### config.mk
export PLATFORM = sky130hd
export DESIGN_NAME = rtc_core
export DESIGN_NICKNAME = d
export VERILOG_FILES = /design/src/rtc_pkg.sv /design/src/rtc_core.sv
export SDC_FILE = /design/constraint.sdc
export NUM_CORES = 1
export LEC_CHECK = 0
export BUFFER_PORTS_ARGS = -buffer_cell sky130_fd_sc_hd__buf_4
export CORE_ASPECT_RATIO = 0.7
export CORE_MARGIN = 2
export CORE_UTILIZATION = 30
export CTS_CLUSTER_DIAMETER = 200
export DETAILED_ROUTE_END_ITERATION = 8
export SYNTH_ARGS = -nofsm -noshare
export SYNTH_HDL_FRONTEND = slang
export SYNTH_SLANG_ARGS = --single-unit
### constraint.sdc
create_clock -name clk -period 4.95 [get_ports clk]
set_input_delay 0 -clock clk [delete_from_list [all_inputs] [get_ports clk]]
set_output_delay 0 -clock clk [all_outputs]
set_load 0.01 [all_outputs]
### src/rtc_pkg.sv
/* Time steps are exact only when CLK_FREQ_HZ divides 10^9 evenly.
   Channel count and log depth are fixed here for the whole design. */

`default_nettype none

package rtc_pkg;

    // ========================================================================
    // Clock and time step
    // ========================================================================

    // 4 ns clock
    localparam int unsigned CLK_FREQ_HZ = 250_000_000;

    // Nanoseconds added on every edge
    localparam int unsigned NSEC_INC = 1_000_000_000 / CLK_FREQ_HZ;

    // Last nsec value before the second rolls over
    localparam int unsigned NSEC_MAX = 1_000_000_000 - NSEC_INC;

    // ========================================================================
    // Event channels and stamp log
    // ========================================================================

    localparam int NUM_CHAN  = 2;
    localparam int CHAN_W    = 1;
    localparam int LOG_DEPTH = 16;
    localparam int LOG_AW    = 4;

    // ========================================================================
    // Types
    // ========================================================================

    // Seconds in the upper word, nanoseconds in the lower
    typedef struct packed {
        logic [31:0] sec;
        logic [31:0] nsec;
    } rtc_time_t;

    // One log entry, source channel plus captured time
    typedef struct packed {
        logic [CHAN_W-1:0] chan;
        rtc_time_t         tm;
    } stamp_t;

    // Set strobe travels with the value it loads
    typedef struct packed {
        logic      load;
        rtc_time_t tm;
    } time_set_t;

endpackage

`default_nettype wire

### src/rtc_core.sv
/* Out-of-range nsec loaded by a set rolls over on the following edge.
   The seconds counter wraps silently after 2^32 seconds. */

`timescale 1ns/100ps
`default_nettype none

module rtc_core (
    input  var logic                clk,
    input  var logic                rst,
    input  var rtc_pkg::time_set_t  set,
    input  var logic                snap,
    output var rtc_pkg::rtc_time_t  now,
    output var rtc_pkg::rtc_time_t  snap_time,
    output var logic                pps
);

    import rtc_pkg::*;

    // ========================================================================
    // Time counter
    // ========================================================================

    logic rollover;

    // Last step of the current second
    // >= also catches a bad nsec written by software
    assign rollover = (now.nsec >= NSEC_MAX);

    always_ff @(posedge clk) begin
        if (rst) begin
            now <= '0;
        end else if (set.load) begin
            // Software load wins over counting
            now <= set.tm;
        end else if (rollover) begin
            now.sec  <= now.sec + 32'd1;
            now.nsec <= '0;
        end else begin
            now.nsec <= now.nsec + 32'(NSEC_INC);
        end
    end

    // ========================================================================
    // Internal PPS
    // ========================================================================

    // High while now shows nsec 0 after a real rollover
    // A set on the rollover edge suppresses the pulse
    always_ff @(posedge clk) begin
        if (rst) begin
            pps <= 1'b0;
        end else begin
            pps <= rollover && !set.load;
        end
    end

    // ========================================================================
    // Snapshot readout
    // ========================================================================

    // Frozen copy for software, held between snap strobes
    always_ff @(posedge clk) begin
        if (rst) begin
            snap_time <= '0;
        end else if (snap) begin
            snap_time <= now;
        end
    end

endmodule

`default_nettype wire

==> impl_metrics.yaml <==
status:
  outcome: "complete, no violations"
logic_synthesis:
  syn_area_per_cell_um2: 8.67
  synth-edff-count: 0
  ys_warn_count: 0
  ys_seq_area_frac: 0.436
  synth_fp_nets: 753
  ys.flop_type: "dfxtp_1"
  synth.distinct_cells: 47
  synth_seq_cells: 129
  synthArstFlopShare: 0
  netlist_area_um2: 5920
  netlist_instances: 683
timing:
  skew_ns: 0.00819
  worst_pin_slew_ns: 1.17
  fin_tns_setup_ns: 0
  drv_slew: 0
  fin_crit_sh: 0.627
  slew_headroom: 0.221
  min_period_ns: 3.10
  clock.fmax_mhz: 322
  setup_viol: 0
  finalHoldViolCount: 0
  rsz0062_at_grt: "no"
placed_design:
  dp_hpwl_um: 12800
  place.port_buffers: 196
  dp.cells: 1096
  dpl-instance-area_um2: 7550
  place.gp.congestion: 0.790
drt:
  wl_met3_um: 1250
  wl_per_cell_um: 16.1
  ant_nets: 0
  wirelength_um: 19200
  met2_length_um: 8180
  vias: 5837
  dr.pass1.iters: 5
  drc: 0
  highest_layer: "met4"
  met1_length_um: 9590
  vias_per_cell: 4.90
  drtIter0Drc: 308
floorplan:
  io_pins: 197
  die_area_um2: 20900
  die_x_um: 172
  rows: 42
  coreArea_um2: 19100
  die_y_um: 122
  initial_utilization: 0.310
grt:
  track_usage: 0.184
  grt-ovfl-total: 0
  grt_pass1_vias: 5616
  grt_pass1_wl_um: 30100
  grt_max_degree: 72
  antenna_found_initial: 0
cts:
  clk_path_buf_depth: 2
  post_cts.repair.setup_buffers: 0
  cts_sinks: 129
  postCtsHoldBufs: 65
  cts_tree: "done"
  htreeDepth: 4
  clk_latency_ns: 0.41
  numCtsBuffers: 17
  cts_resized: 0
  cts_root_buffer: "clkbuf_16"
  path_clk_slew_ns: 0.06
critical_path:
  cp-startpoint: "now[2]"
  path_buf_inv: 1
  crit_cells: 8
  crit_family: "simple AND/OR/NAND/NOR gates"
  worstSetupPathType: "reg2reg"
  crit_end: "now[47]"
  worstReg2RegEnd: "now[47]"
  worst_setup_path_end_kind: "register"
  crit_chain: "ha_1 > nand4_1 > o211ai_1 > nand4b_4 > and2_1 > buf_4 > or3_1 > a311oi_2"
  reg2reg_slack_ns: 1.85
  critPathSlowestCell: "nand4b_4"
  cp-start-kind: "register"
  crit_arrival_ns: 3.42
  r2r_cells: 8
  r2r-start: "now[2]"
  cp.required_ns: 5.27
  critPathMaxStageDelay_ns: 0.43
  cp_max_fo: 31
pwr:
  leakage_nw: 3.71
  report.power.total_mw: 2.76
  power.density_nw_per_um2: 315
  ir_worst_vdd_mv: 0.161
cells_and_area:
  diodes: 0
  fin_area_um2: 8780
  syn2layout_area_growth_pct: 48.2
  fillers: 1922
  layout-drive-gt1-share: 0.260
  fin_nets: 986
  instances_no_fill: 1192
worst_hold_path:
  hp-class: "in2reg"
job:
  max-cap-violations: 0
-- through the flow --
stage | utilization | worst slack (ns) | hold slack, ns
floorplan | - | 2.73 | 0.108
detailed placement | 0.395 | 1.83 | 0.205
global placement | 0.395 | 1.95 | 0.211
global route | 0.459 | 1.64 | 0.0955
finish | 0.459 | 1.85 | 0.0673
CTS | 0.459 | 1.82 | 0.0777
-- how the worst min path moves through the flow --
stage	endpoint	depth (start not counted)	start
finish	snap_time[43]	2	rst
global route	snap_time[43]	2	rst
CTS	snap_time[43]	2	rst
detailed placement	now[30]	2	set[30]
global placement	now[30]	2	set[30]
floorplan	now[38]	2	set[38]
-- per-layer routing --
| layer | GRT usage | vias to the layer above |
|---|---|---|
| li1 | - | 2874 |
| met3 | 0.0520 | 11 |
| met2 | 0.270 | 178 |
| met1 | 0.265 | 2774 |
| met5 | 0 | - |
| met4 | 0.0452 | 0 |
-- area by class of cell --
class                   count  area [um2]  area share
clock buffers              21         460      0.0525
clock inverters            10         111      0.0127
inverters                  12        45.0     0.00513
multi-input cells         490        3090       0.352
flip-flops and latches    129        2580       0.294
well taps                 264         330      0.0376
repair buffers            266        2160       0.246
-- where the power goes --
part | total (mW) | leakage (nW) | internal [mW] | switching [mW]
logic | 0.370 | 2.37 | 0.198 | 0.172
clock network | 1.23 | 0.275 | 0.762 | 0.469
registers | 1.16 | 1.06 | 1.09 | 0.0706
-- flip-flops by register name, indices dropped and copies added, names as in the netlist --
signal     count
now           64
pps            1
snap_time     64
-- cell usage in the layout, fill, tap and decap left out, types with 3 or more instances in the layout --
master,Yosys,layout
a2111oi_0,8,8
a211oi_1,14,14
a21oi_1,56,56
and2_1,4,4
and3_1,7,7
and4_1,4,4
buf_4,1,201
clkbuf_16,0,17
clkinv_2,0,4
clkinvlp_4,0,3
dfxtp_1,129,129
dlygate4sd3_1,0,65
inv_1,12,11
mux2i_1,64,64
nand2_1,57,57
nand3_1,51,51
nand4_1,20,20
nor2_1,96,96
nor2b_1,5,5
nor3_1,11,11
nor4_1,5,5
o21ai_0,5,5
o21bai_1,10,10
or3_1,3,3
xnor2_1,37,37
xor2_1,5,5
-- cell usage after synthesis (2+ instances only) --
cell / n / share of area
ha_1: 2 / 0.0042
nor2b_1: 5 / 0.0053
a221oi_1: 2 / 0.0030
o31ai_1: 2 / 0.0025
and2_1: 4 / 0.0042
or3_1: 3 / 0.0032
nor2_1: 96 / 0.061
xor2_1: 5 / 0.0074
dfxtp_1: 129 / 0.44
o21ai_0: 5 / 0.0042
and3_1: 7 / 0.0074
o211ai_1: 2 / 0.0025
clkbuf_1: 37 / 0.023
nor4_1: 5 / 0.0053
nor4_2: 2 / 0.0042
nor4b_1: 2 / 0.0030
and4_1: 4 / 0.0059
o21bai_1: 10 / 0.013
buf_2: 6 / 0.0051
nand3_1: 51 / 0.043
a2111oi_0: 8 / 0.012
inv_1: 12 / 0.0076
nand4_1: 20 / 0.021
a21oi_1: 56 / 0.047
nand4b_1: 2 / 0.0030
a211oi_1: 14 / 0.018
nand2_1: 57 / 0.036
a311oi_1: 2 / 0.0030
buf_1: 5 / 0.0032
mux2i_1: 64 / 0.11
clkbuf_2: 2 / 0.0017
xnor2_1: 37 / 0.055
nor3_1: 11 / 0.0093
-- cells by family after synthesis --
| family | Yosys count | share of synthesized area |
|---|---|---|
| xor gates and xnor gates | 42 | 0.0621 |
| DFF | 129 | 0.436 |
| muxes | 64 | 0.108 |
| adders and majority gates | 2 | 0.00423 |
| and+or+nand+nor | 276 | 0.230 |
| buffers and inverters | 64 | 0.0442 |
| AOI/OAI and AO/OA | 106 | 0.115 |
(Power assumes the default switching activity.)
