### config.mk
export PLATFORM = sky130hd
export DESIGN_NAME = stamp_log
export DESIGN_NICKNAME = d
export VERILOG_FILES = /design/src/rtc_pkg.sv /design/src/stamp_log.sv
export SDC_FILE = /design/constraint.sdc
export NUM_CORES = 1
export LEC_CHECK = 0
export BUFFER_PORTS_ARGS = -buffer_cell sky130_fd_sc_hd__clkbuf_2
export CORE_ASPECT_RATIO = 1.25
export CORE_MARGIN = 2
export CORE_UTILIZATION = 52
export CTS_CLUSTER_SIZE = 8
export DETAILED_ROUTE_END_ITERATION = 10
export PLACE_DENSITY = 0.73
export SLEW_MARGIN = 30
export SYNTH_ARGS = -nofsm -noshare
export SYNTH_HDL_FRONTEND = slang
export SYNTH_SLANG_ARGS = --single-unit
### constraint.sdc
create_clock -name clk -period 9.1 [get_ports clk]
set_input_delay 1.365 -clock clk [delete_from_list [all_inputs] [get_ports clk]]
set_output_delay 1.365 -clock clk [all_outputs]
set_load 0.01 [all_outputs]
### src/rtc_pkg.sv
/* Time steps are exact only when CLK_FREQ_HZ divides 10^9 evenly.
   Channel count and log depth are fixed here for the whole design. */

`default_nettype none

package rtc_pkg;

    // ========================================================================
    // Clock and time step
    // ========================================================================

    // 4 ns clock
    localparam int unsigned CLK_FREQ_HZ = 250_000_000;

    // Nanoseconds added on every edge
    localparam int unsigned NSEC_INC = 1_000_000_000 / CLK_FREQ_HZ;

    // Last nsec value before the second rolls over
    localparam int unsigned NSEC_MAX = 1_000_000_000 - NSEC_INC;

    // ========================================================================
    // Event channels and stamp log
    // ========================================================================

    localparam int NUM_CHAN  = 2;
    localparam int CHAN_W    = 1;
    localparam int LOG_DEPTH = 16;
    localparam int LOG_AW    = 4;

    // ========================================================================
    // Types
    // ========================================================================

    // Seconds in the upper word, nanoseconds in the lower
    typedef struct packed {
        logic [31:0] sec;
        logic [31:0] nsec;
    } rtc_time_t;

    // One log entry, source channel plus captured time
    typedef struct packed {
        logic [CHAN_W-1:0] chan;
        rtc_time_t         tm;
    } stamp_t;

    // Set strobe travels with the value it loads
    typedef struct packed {
        logic      load;
        rtc_time_t tm;
    } time_set_t;

endpackage

`default_nettype wire

### src/stamp_log.sv
/* Head is fall-through and valid whenever the log holds an entry.
   Writes into a full log are lost and only counted; pop when empty is ignored. */

`timescale 1ns/100ps
`default_nettype none

module stamp_log (
    input  var logic             clk,
    input  var logic             rst,
    input  var logic             wr,
    input  var rtc_pkg::stamp_t  wr_stamp,
    input  var logic             pop,
    output var logic             valid,
    output var rtc_pkg::stamp_t  head,
    output var logic [15:0]      dropped
);

    import rtc_pkg::*;

    // ========================================================================
    // Storage and pointers
    // ========================================================================

    stamp_t            mem [LOG_DEPTH];
    logic [LOG_AW-1:0] wptr;
    logic [LOG_AW-1:0] rptr;
    logic [LOG_AW:0]   count;
    logic              full;
    logic              do_wr;
    logic              do_pop;

    assign full   = (count == (LOG_AW+1)'(LOG_DEPTH));
    assign valid  = (count != '0);
    assign do_wr  = wr & ~full;
    assign do_pop = pop & valid;

    // Entry memory, no reset
    always_ff @(posedge clk) begin
        if (do_wr) begin
            mem[wptr] <= wr_stamp;
        end
    end

    // Pointers wrap naturally at LOG_DEPTH
    always_ff @(posedge clk) begin
        if (rst) begin
            wptr    <= '0;
            rptr    <= '0;
            count   <= '0;
            dropped <= '0;
        end else begin
            if (do_wr) begin
                wptr <= wptr + 1'b1;
            end
            if (do_pop) begin
                rptr <= rptr + 1'b1;
            end
            case ({do_wr, do_pop})
                2'b10:   count <= count + 1'b1;
                2'b01:   count <= count - 1'b1;
                default: count <= count;
            endcase
            // Overflow tally
            if (wr && full) begin
                dropped <= dropped + 16'd1;
            end
        end
    end

    // ========================================================================
    // Fall-through head
    // ========================================================================

    assign head = mem[rptr];

endmodule

`default_nettype wire

==> impl_results.md <==
- Status: finished clean
- Gr usage total: 23.5%
- # resized after CTS: 0
- Least-Margin Pin Slew: 1.02 ns
- Clk_lat worst skew: 0.71 ns
- Antenna Violating Nets Remaining: 0
- GPL Wtd Cong: 0.734
- FF+latch count, synth: 1073
- Worst setup SP type: flip-flop
- Routed wire length: 92000 microns
- Clk pwr share: 38.1%
- Nets@finish: 2127
- I/O Pins: 151
- Logic pwr share: 17.7%
- Setup bufs post-CTS: 0
- Cts bufs inserted: 152
- PwrDens: 275 mW/mm^2
- RSZ-0062 raised after global routing: no
- Post-synthesis instance total: 1805
- First-pass GRT wire length: 135000 microns
- R2r worst-path depth: 5
- Final Max Tran Viols: 0
- Final Critical Period: 5.08 ns
- Die footprint: 0.0801 sq mm
- # DRC: 0
- Overall power: 12.9 mW
- Largest net degree at the start of global routing: 169
- WP data arrival: 3.72 ns
- Seq/Total Area, Yosys: 78.8%
- Lkg Pwr: 14.9 nW
- Syn_area_per_cell: 22.4 sq um
- GRT overflow: 0
- Max Cap Viol: 0
- Critical Path Fanout Max: 52
- Fin Setup TNS: 0 ns
- Core Area: 0.0772 sq mm
- DR WL/cell: 29.4 microns
- Starting Density: 52.4%
- Std-Cell Rows: 114
- Via/cell ratio: 6.29
- Dominant cells by area after synthesis: edfxtp_1 77%, mux4_2 14%, a22oi_1 2.4%
- # setup viols final: 0
- CP Capture Type: output port
- Reg clk slew, reported paths: 0.05 ns
- Hold Path Class: reg -> reg
- WS Path Type: reg -> out
- Final Skew: 0.0204 ns
- DR pass1 iterations: 7
- Post-synth top area cell: edfxtp_1
- Syn Nets: 1883
- H-tree level count: 4
- IO Port Bufs: 150
- Layout cells sized above 1: 30.7%
- Post-CTS Hold Fix Bufs: 0
- Final hold vios: 0
- Post-synth EDFFs: 1040
- Hold Path Depth: 2
- Share of the synthesized area in the top cell type: 77.2%
- Initial antenna violation count: 13
- Sw Share: 24.4%
- Critical Path RT: 7.74 ns
- Setup crit end: head[16]
- Commonest non-fill, non-tap cells in the layout: 1040 x edfxtp_1, 260 x mux4_2, 157 x clkbuf_16
- Reg2reg start: count[2]$_SDFFE_PP0P_
- Via count: 19700
- Worst vdd ir: 241 uV
- Area grow syn2layout: 15.5%
- Fmax: 0.197 GHz
- Root buffer cell: clkbuf_16
- R2R Setup Slk: 5.60 ns
- Post-route clock period utilization: 55.8%
- Most common cell after layout, fill and taps aside: edfxtp_1
- Worst R2R End: mem[7][25]$_DFFE_PP_
- Sequential share of power: 44.1%
- Chip height: 316 microns
- Number of global-route vias before repair: 20900
- HPWL after detailed placement: 43400 microns
- Clk sinks: 1073
- Relative slew margins: 32.3%
- Int Power: 9.73 mW
- Commonest register cell after synthesis: edfxtp_1
- Synthesis Warnings: 0
- Fillers: 5160
- Die width: 254 microns
- CTS tree: built
- Ys async rst share: 0%
- Mapped cell area: 0.0405 sq mm
- Net switching power: 3.14 mW
- DRT iter0 DRCs: 2334
- Max Buffers Root-to-Sink: 3
- Yosys cell types: 48
## power groups by stage
| stage | clock [mW] | combinational (mW) | sequential (mW) |
|---|---|---|---|
| finish | 4.90 | 2.28 | 5.68 |
| CTS | 4.96 | 2.31 | 5.68 |
| global route | 5.16 | 2.47 | 5.69 |
| floorplan | 0 | 1.68 | 5.73 |
| detailed placement | 0 | 2.29 | 5.77 |
| global placement | 0 | 2.25 | 5.75 |
## through the flow
step | area [sq um] | setup slack (ns) | hold slack (ns) | utilization (%) | cells
after floorplan | 40500 | 2.40 | 0.495 | - | 1805
after global placement | 42600 | 4.41 | 0.467 | 55.2 | 2935
after detailed placement | 42600 | 4.65 | 0.493 | 55.2 | 2935
after CTS | 46600 | 3.86 | 0.505 | 60.4 | 3118
after global routing | 46700 | 3.69 | 0.541 | 60.6 | 3128
final | 46700 | 4.02 | 0.521 | 60.6 | 3128
## Yosys cell counts, types with 2 or more instances
cell type	instances
nand4_1	4
dfxtp_1	33
or4_1	3
a22oi_1	130
nand2b_1	3
nor4_1	6
nand2_1	79
edfxtp_1	1040
and3_1	2
nand3_1	4
nor3_1	10
o21ai_0	4
inv_1	10
o21a_1	4
and2_1	2
xor2_1	6
a21o_1	2
o31ai_1	3
nand3b_1	2
xnor2_1	9
ha_1	9
a21oi_1	6
buf_6	3
buf_1	29
or3_1	5
o2111ai_1	2
nor2_1	38
nor2b_1	6
mux4_2	260
mux2i_1	3
clkbuf_1	68
mux2_2	2
o211ai_1	3
## worst min path at each step
stage / start / to / slack, ns
after detailed placement: dropped[15]$_SDFFE_PP0P_ / dropped[15]$_SDFFE_PP0P_ / 0.49
after global routing: dropped[15]$_SDFFE_PP0P_ / dropped[15]$_SDFFE_PP0P_ / 0.54
after CTS: dropped[15]$_SDFFE_PP0P_ / dropped[15]$_SDFFE_PP0P_ / 0.50
after floorplan: rptr[2]$_SDFFE_PP0P_ / flip-flop / 0.49
after global placement: dropped[15]$_SDFFE_PP0P_ / dropped[15]$_SDFFE_PP0P_ / 0.47
final: dropped[15]$_SDFFE_PP0P_ / dropped[15]$_SDFFE_PP0P_ / 0.52
## flip-flops by register name (all words and copies together) (netlist names), named ones only
register / cells
wptr: 4
rptr: 4
count: 5
dropped: 16
mem: 1040
## critical path, stage by stage, from the launching register on
cell      delay [ns]
dfxtp_4         0.43
buf_6           0.56
buf_4           0.74
mux4_2          0.59
a22oi_1         0.22
nand2_1         0.14
clkbuf_2        0.15
## kinds of logic (layout without fill, tap and decap cells)
family	count (synthesis)	count (layout)	synth area share, %
adder cells (fa/ha/maj)	9	9	0.278
other	0	6	0
flip-flops	1073	1073	78.8
AO/OA/AOI/OAI	163	163	2.98
XOR/XNOR	15	15	0.325
multiplexers	265	265	14.6
AND/OR/NAND/NOR	169	169	1.92
buffers and inverters	111	384	1.09
## area by class of cell
cell class | instances | area, sq um | area share (%)
clock inverters | 3 | 26.3 | 0.0562
clock buffers | 180 | 4020 | 8.59
flip-flops and latches | 1073 | 31900 | 68.2
repair buffers | 190 | 1170 | 2.50
well taps | 1044 | 1310 | 2.79
diodes | 6 | 15.0 | 0.0321
inverters | 11 | 41.3 | 0.0883
multi-input cells | 621 | 8270 | 17.7
## layer usage
layer	GRT usage [%]	wire [microns]
met5	0	103
met4	8.66	2420
met3	6.20	8460
met2	38.2	46300
met1	30.9	34700
No activity file was read; power rests on OpenSTA's default activity.
