### src/rtc_pkg.sv
/* Time steps are exact only when CLK_FREQ_HZ divides 10^9 evenly.
   Channel count and log depth are fixed here for the whole design. */

`default_nettype none

package rtc_pkg;

    // ========================================================================
    // Clock and time step
    // ========================================================================

    // 4 ns clock
    localparam int unsigned CLK_FREQ_HZ = 250_000_000;

    // Nanoseconds added on every edge
    localparam int unsigned NSEC_INC = 1_000_000_000 / CLK_FREQ_HZ;

    // Last nsec value before the second rolls over
    localparam int unsigned NSEC_MAX = 1_000_000_000 - NSEC_INC;

    // ========================================================================
    // Event channels and stamp log
    // ========================================================================

    localparam int NUM_CHAN  = 2;
    localparam int CHAN_W    = 1;
    localparam int LOG_DEPTH = 16;
    localparam int LOG_AW    = 4;

    // ========================================================================
    // Types
    // ========================================================================

    // Seconds in the upper word, nanoseconds in the lower
    typedef struct packed {
        logic [31:0] sec;
        logic [31:0] nsec;
    } rtc_time_t;

    // One log entry, source channel plus captured time
    typedef struct packed {
        logic [CHAN_W-1:0] chan;
        rtc_time_t         tm;
    } stamp_t;

    // Set strobe travels with the value it loads
    typedef struct packed {
        logic      load;
        rtc_time_t tm;
    } time_set_t;

endpackage

`default_nettype wire

### src/event_stamp.sv
/* The pin is asynchronous; pulses shorter than two clocks may be missed.
   Only one stamp is held; edges arriving while it waits are counted in miss. */

`timescale 1ns/100ps
`default_nettype none

module event_stamp #(
    parameter int CHAN = 0
) (
    input  var logic                clk,
    input  var logic                rst,
    input  var logic                pin,
    input  var rtc_pkg::rtc_time_t  now,
    input  var logic                grant,
    output var logic                req,
    output var rtc_pkg::stamp_t     stamp,
    output var logic [7:0]          miss
);

    import rtc_pkg::*;

    logic      pin_s0;
    logic      pin_s1;
    logic      pin_q;
    logic      rise;
    logic      take;
    logic      live;
    rtc_time_t held;

    // Two-flop synchronizer, then the edge register
    always_ff @(posedge clk) begin
        if (rst) begin
            pin_s0 <= 1'b0;
            pin_s1 <= 1'b0;
            pin_q  <= 1'b0;
        end else begin
            pin_s0 <= pin;
            pin_s1 <= pin_s0;
            pin_q  <= pin_s1;
        end
    end

    assign rise = pin_s1 & ~pin_q;

    // New stamp accepted when idle, or when the old one leaves this cycle
    assign take = rise & (~req | grant);

    always_ff @(posedge clk) begin
        if (rst) begin
            req  <= 1'b0;
            live <= 1'b0;
            miss <= '0;
        end else begin
            live <= take;
            if (take) begin
                req <= 1'b1;
            end else if (grant) begin
                req <= 1'b0;
            end
            // Edge lost behind a pending stamp
            if (rise && req && !grant) begin
                miss <= miss + 8'd1;
            end
        end
    end

    // First pending cycle passes now straight through,
    // the register then keeps that same value until grant
    always_ff @(posedge clk) begin
        if (live) begin
            held <= now;
        end
    end

    assign stamp.chan = CHAN_W'(CHAN);
    assign stamp.tm   = live ? now : held;

endmodule

`default_nettype wire

### config.mk
export PLATFORM = sky130hd
export DESIGN_NAME = event_stamp
export DESIGN_NICKNAME = d
export VERILOG_FILES = /design/src/rtc_pkg.sv /design/src/event_stamp.sv
export SDC_FILE = /design/constraint.sdc
export NUM_CORES = 1
export LEC_CHECK = 0
export BUFFER_PORTS_ARGS = -buffer_cell sky130_fd_sc_hd__buf_2
export CAP_MARGIN = 20
export CORE_MARGIN = 5
export CORE_UTILIZATION = 44
export DETAILED_ROUTE_END_ITERATION = 16
export GPL_TIMING_DRIVEN = 0
export HOLD_SLACK_MARGIN = 0.02
export PLACE_DENSITY = 0.79
export SETUP_SLACK_MARGIN = 0.15
export SYNTH_ARGS = -nofsm -noshare
export SYNTH_HDL_FRONTEND = slang
export SYNTH_SLANG_ARGS = --single-unit
### constraint.sdc
create_clock -name clk -period 1.6 [get_ports clk]
set_input_delay 0.32 -clock clk [delete_from_list [all_inputs] [get_ports clk]]
set_output_delay 0.32 -clock clk [all_outputs]
set_load 0.03 [all_outputs]
==> qor.txt, run 1 <==
PD cells: 1490 mW/mm²
Avg WL per Cell: 15.9 µm
vias: 1990
DP Worst Slack: -107 ps
gpl congestion: 0.795
via density per instance: 4.69
Non-Filler Instances: 424
Mapped Area: 0.00259 mm²
DR pass1 iterations: 4
initial antenna violation count: 0
Crit Path Class: flip-flop to primary output
vias in the first global route: 1934
clock slew seen by the registers of the worst setup and hold paths: 80 ps
P&R area growth vs syn: 57.7%
buffers added on ports: 140
CP Max Fanout: 10
R2R setup slack: 250 ps
Hold Path Origin: rst
Combinational Power Share: 39.2%
Int Power: 3.97 mW
share of power burned in registers: 40.2%
post-layout minimum cycle time: 1820 ps
Slew Viols, Final: 0
diode count: 0
clock sink count: 77
fin worst setup slack: -215 ps
VDD IR-drop max: 0.938 mV
Num CTS Buffers: 9
total core area: 0.00582 mm²
CTS max path bufs: 2
RSZ-0062 raised after global routing: yes
final hold vios: 0
htree depth: 3
CTS tree: built
fmax: 551 MHz
sequential-to-total area share from yosys stat: 59.5%
largest net degree at the start of global routing: 14
routing usage on met1: 16.3%
Avg Cell Area, Syn: 13.6 µm²
clock skew: 5.27 ps
Root Buffer: clkbuf_8
GRT overflow: 0
leakage: 1.90 nW
Filler cells: 413
Critical Path AT: 1500 ps
part of the cycle the worst path needs: 113%
final WL: 6.76 mm
DPL Wire Length: 4.42 mm
Hold Path Stages: 2
met3 Use GR: 5.04%
yosys warns: 0
status: finished with violations
GR Util met2: 26.8%
net switching power: 2.11 mW
syn nets: 260
synth unique cells: 26
cell depth of the worst flop-to-flop path: 3
Chip Height: 86.7 µm
Hold WS: 183 ps
standard-cell rows: 28
die area: 0.00752 mm²
RR Endpoint: miss[7]$_SDFFE_PP0P_
clk_lat worst skew: 340 ps
data required time of the worst path: 1280 ps
global route hottest layer: met2
Reg2Reg Launch Point: miss[5]$_SDFFE_PP0P_
I/O pin count: 142
commonest cells after routing, fill and taps aside: buf_2 (90), dfxtp_1 (70), buf_6 (40), mux2_4 (35), mux2_2 (30)
CTS Hold Bufs: 0
first-iteration detailed-routing DRC count: 34
Die X: 86.7 µm
DRC errors left: 0
Hold Path Class: primary input to flip-flop
clock share of power: 20.6%
Routed Antenna Nets: 0
Cells after DPL: 406
violated checks: setup timing
Final Power: 6.08 mW
Yosys reg bits: 77
WHS Endpoint: pin_s1$_SDFF_PP0_
Setup crit end kind: primary output
fraction of layout cells with a size suffix above 1: 68.8%
Sw Share: 34.7%
Starting Density: 44.5%
MaxCap Viol Count: 0
Cells after Synth: 191
Setup Viol. Count Final: 64
most common cell after layout, fill and taps aside: buf_2
crit start category: flip-flop
first-pass GRT wire length: 8.94 mm
fin nets: 413
total track usage: 15.2%
sequential cells by signal, summed over array words and instances, names as in the netlist:
| register | cells |
|---|---|
| miss | 8 |
| pin_q | 1 |
| held | 64 |
| req | 1 |
| pin_s0 | 1 |
| pin_s1 | 1 |
| live | 1 |
power groups by stage:
| stage | Sequential, mW | Clock (mW) | Combinational (mW) |
|---|---|---|---|
| CTS | 2.42 | 1.29 | 2.00 |
| floorplan | 2.43 | 0 | 1.33 |
| finish | 2.44 | 1.25 | 2.39 |
| global placement | 2.44 | 0 | 1.80 |
| detailed placement | 2.47 | 0 | 1.83 |
| global route | 2.48 | 1.37 | 2.49 |
synth_stat cells, drive strengths merged:
library cell,number,area (µm²)
a21oi,6,30.0
buf,9,53.8
clkbuf,1,3.75
conb,1,3.75
dfxtp,77,1540
ha,1,12.5
inv,3,11.3
mux2,65,732
mux2i,1,10.0
nand2,2,7.51
nand2b,1,6.26
nand3,1,5.00
nand4,1,6.26
nand4bb,1,27.5
nor2,3,11.3
nor2b,4,25.0
nor3b,1,7.51
nor4,1,6.26
o21ai,1,5.00
o31ai,4,30.0
or2b,1,7.51
or3,1,6.26
or4,4,30.0
xor2,1,8.76
area by class of cell:
class,instances,area [µm²],area share (%)
Sequential cell,77,1550,38.0
Multi-Input combinational cell,101,1120,27.6
Timing Repair Buffer,142,987,24.2
Buffer,10,148,3.62
Clock buffer,10,128,3.13
Tap cell,75,93.8,2.30
Clock inverter,6,40.0,0.981
Inverter,3,11.3,0.276
layer usage:
layer	share of wire, %	up-vias
met5	0	-
met4	1.1	0
met3	7.3	7
met2	53	84
met1	38	928
li1	-	971
through the flow:
stage / TNS [ps] / utilization [%] / area [µm²]
global placement: -4190 / 58.3 / 3390
global route: -14790 / 70.2 / 4080
detailed placement: -4590 / 58.3 / 3390
floorplan: 0 / - / 2590
finish: -11100 / 70.2 / 4080
CTS: -14710 / 64.3 / 3740
cell families after synthesis:
group / Yosys count / synth area share (%)
multiplexers: 66 / 28.7
AND/OR/NAND/NOR: 21 / 5.66
AO/OA/AOI/OAI: 11 / 2.51
buffers and inverters: 13 / 2.66
other: 1 / 0.145
flip-flops: 77 / 59.5
XOR/XNOR: 1 / 0.338
adder cells (fa/ha/maj): 1 / 0.483
worst max path at each step:
stage | start | end
after global routing | live$_SDFF_PP0_ | stamp[11]
final | live$_SDFF_PP0_ | stamp[54]
after floorplan | miss[4]$_SDFFE_PP0P_ | miss[7]$_SDFFE_PP0P_
after CTS | live$_SDFF_PP0_ | stamp[62]
after global placement | live$_SDFF_PP0_ | stamp[27]
after detailed placement | live$_SDFF_PP0_ | stamp[23]
what timing repair did:
action / CTS / global route
endpoints found under the setup margin: 65 / 65
buffers inserted: 1 / 1
pin swaps: 0 / 1
resized for setup: 56 / 131
worst max-delay path, cell delays in order, from the launching register on:
cell     delay [ps]
dfxtp_2         340
buf_12          140
buf_8           140
mux2_2          340
buf_2           180
No activity file was read; power rests on OpenSTA's default activity.
==> run 2: changes to the inputs <==
--- a/config.mk
+++ b/config.mk
@@ -12,7 +12,7 @@
 export DETAILED_ROUTE_END_ITERATION = 16
 export GPL_TIMING_DRIVEN = 0
 export HOLD_SLACK_MARGIN = 0.02
-export PLACE_DENSITY = 0.79
+export PLACE_DENSITY = 0.87
 export SETUP_SLACK_MARGIN = 0.15
 export SYNTH_ARGS = -nofsm -noshare
 export SYNTH_HDL_FRONTEND = slang
==> qor.txt, run 2 (synthesis gave the netlist of run 1 again) <==
status: finished with violations
violated checks: setup timing
Num CTS Buffers: 9
Hold Path Class: primary input to flip-flop
total core area: 0.00582 mm²
Setup Viol. Count Final: 64
standard-cell rows: 28
via density per instance: 4.90
final hold vios: 0
Root Buffer: clkbuf_8
part of the cycle the worst path needs: 113%
RSZ-0062 raised after global routing: yes
Slew Viols, Final: 0
CP Max Fanout: 10
Top Registers: held: 64 flops, miss: 8 flops
Die X: 86.7 µm
gpl congestion: 0.761
Chip Height: 86.7 µm
VDD IR-drop max: 0.964 mV
clock sink count: 77
fraction of layout cells with a size suffix above 1: 69.0%
total track usage: 18.6%
placed cell areas: 0.00339 mm²
DRC errors left: 0
vias in the first global route: 2279
GRT overflow: 0
most common cell after layout, fill and taps aside: buf_2
commonest cells after routing, fill and taps aside: buf_2 (76), buf_6 (70), dfxtp_1 (70), mux2_4 (60), clkbuf_8 (12)
initial antenna violation count: 0
first-pass GRT wire length: 10.8 mm
clk_lat worst skew: 320 ps
Top reg by flops: held
Final Cell Area: 0.00445 mm²
DR pass1 iterations: 4
Starting Density: 44.5%
clock skew: 5.31 ps
buffers added on ports: 140
CTS tree: built
Setup Total Neg Slack: -10510 ps
fin nets: 420
Routed Antenna Nets: 0
htree depth: 3
R2R setup slack: 240 ps
die area: 0.00752 mm²
fmax: 551 MHz
data required time of the worst path: 1280 ps
PD cells: 1450 mW/mm²
vias: 2108
MaxCap Viol Count: 0
Final Power: 6.47 mW
max reg flops: 64
DPL Wire Length: 4.38 mm
CTS Hold Bufs: 0
diode count: 0
crit start category: flip-flop
DP Worst Slack: -108 ps
final WL: 7.53 mm
CTS max path bufs: 2
post-layout minimum cycle time: 1810 ps
leakage: 2.08 nW
largest net degree at the start of global routing: 12
Critical Path AT: 1490 ps
I/O pin count: 142
clock slew seen by the registers of the worst setup and hold paths: 70 ps
fin worst setup slack: -214 ps
Avg WL per Cell: 17.5 µm
Setup crit end kind: primary output
P&R area growth vs syn: 71.7%
first-iteration detailed-routing DRC count: 53
Crit Path Class: flip-flop to primary output
## run 2: cell type report
type	count	area [µm²]
buffer	10	158
inverter	3	11.3
multi-input combinational	101	1210
clock inverter	1	5.00
tap	75	93.8
sequential	77	1550
timing repair buffer	149	1240
fill	378	1370
clock buffer	14	173
## run 2: critical path, cell delays in order, from the launching register on
cell and delay [ps]:
dfxtp_4 370, buf_12 150, buf_12 140, mux2_2 360
buf_6 140
## run 2: worst paths after layout
kind / startpoint / to / depth (start not counted)
worst max-delay path: live$_SDFF_PP0_ / stamp[14] / 4
worst min-delay path: rst / pin_s1$_SDFF_PP0_ / 2
worst max register to register: pin_q$_SDFF_PP0_ / miss[7]$_SDFFE_PP0P_ / 4
worst min register to register: pin_s0$_SDFF_PP0_ / pin_s1$_SDFF_PP0_ / 1
## run 2: repair_timing
| action | in CTS | in global routing |
|---|---|---|
| setup endpoints to repair | 64 | 65 |
| setup buffers | 6 | 0 |
| cloned | 1 | 2 |
| gates resized for setup | 176 | 51 |
| hold endpoints to repair | 0 | 0 |
## run 2: per-stage QoR
| step | hold slack [ps] | utilization, % | cells |
|---|---|---|---|
| after floorplan | 392 | - | 191 |
| after global placement | 419 | 58.3 | 406 |
| after detailed placement | 436 | 58.3 | 406 |
| after CTS | 190 | 72.2 | 428 |
| after global routing | 205 | 76.4 | 430 |
| final | 207 | 76.4 | 430 |
## run 2: power breakdown
part           leakage (nW)  switching [mW]  total (mW)  internal (mW)
registers             0.649           0.127        2.45           2.33
logic                  1.34            1.37        2.70           1.33
clock network        0.0926           0.632        1.32          0.683
total                  2.08            2.13        6.47           4.34
## run 2: metal layers
metal | GRT usage [%] | routed length, µm | vias to the layer above
met1 | 18.2 | 2640 | 1023
met2 | 35.4 | 4270 | 93
li1 | - | - | 984
met5 | 0 | 0 | -
met4 | 7.08 | 90 | 0
met3 | 6.56 | 527 | 8
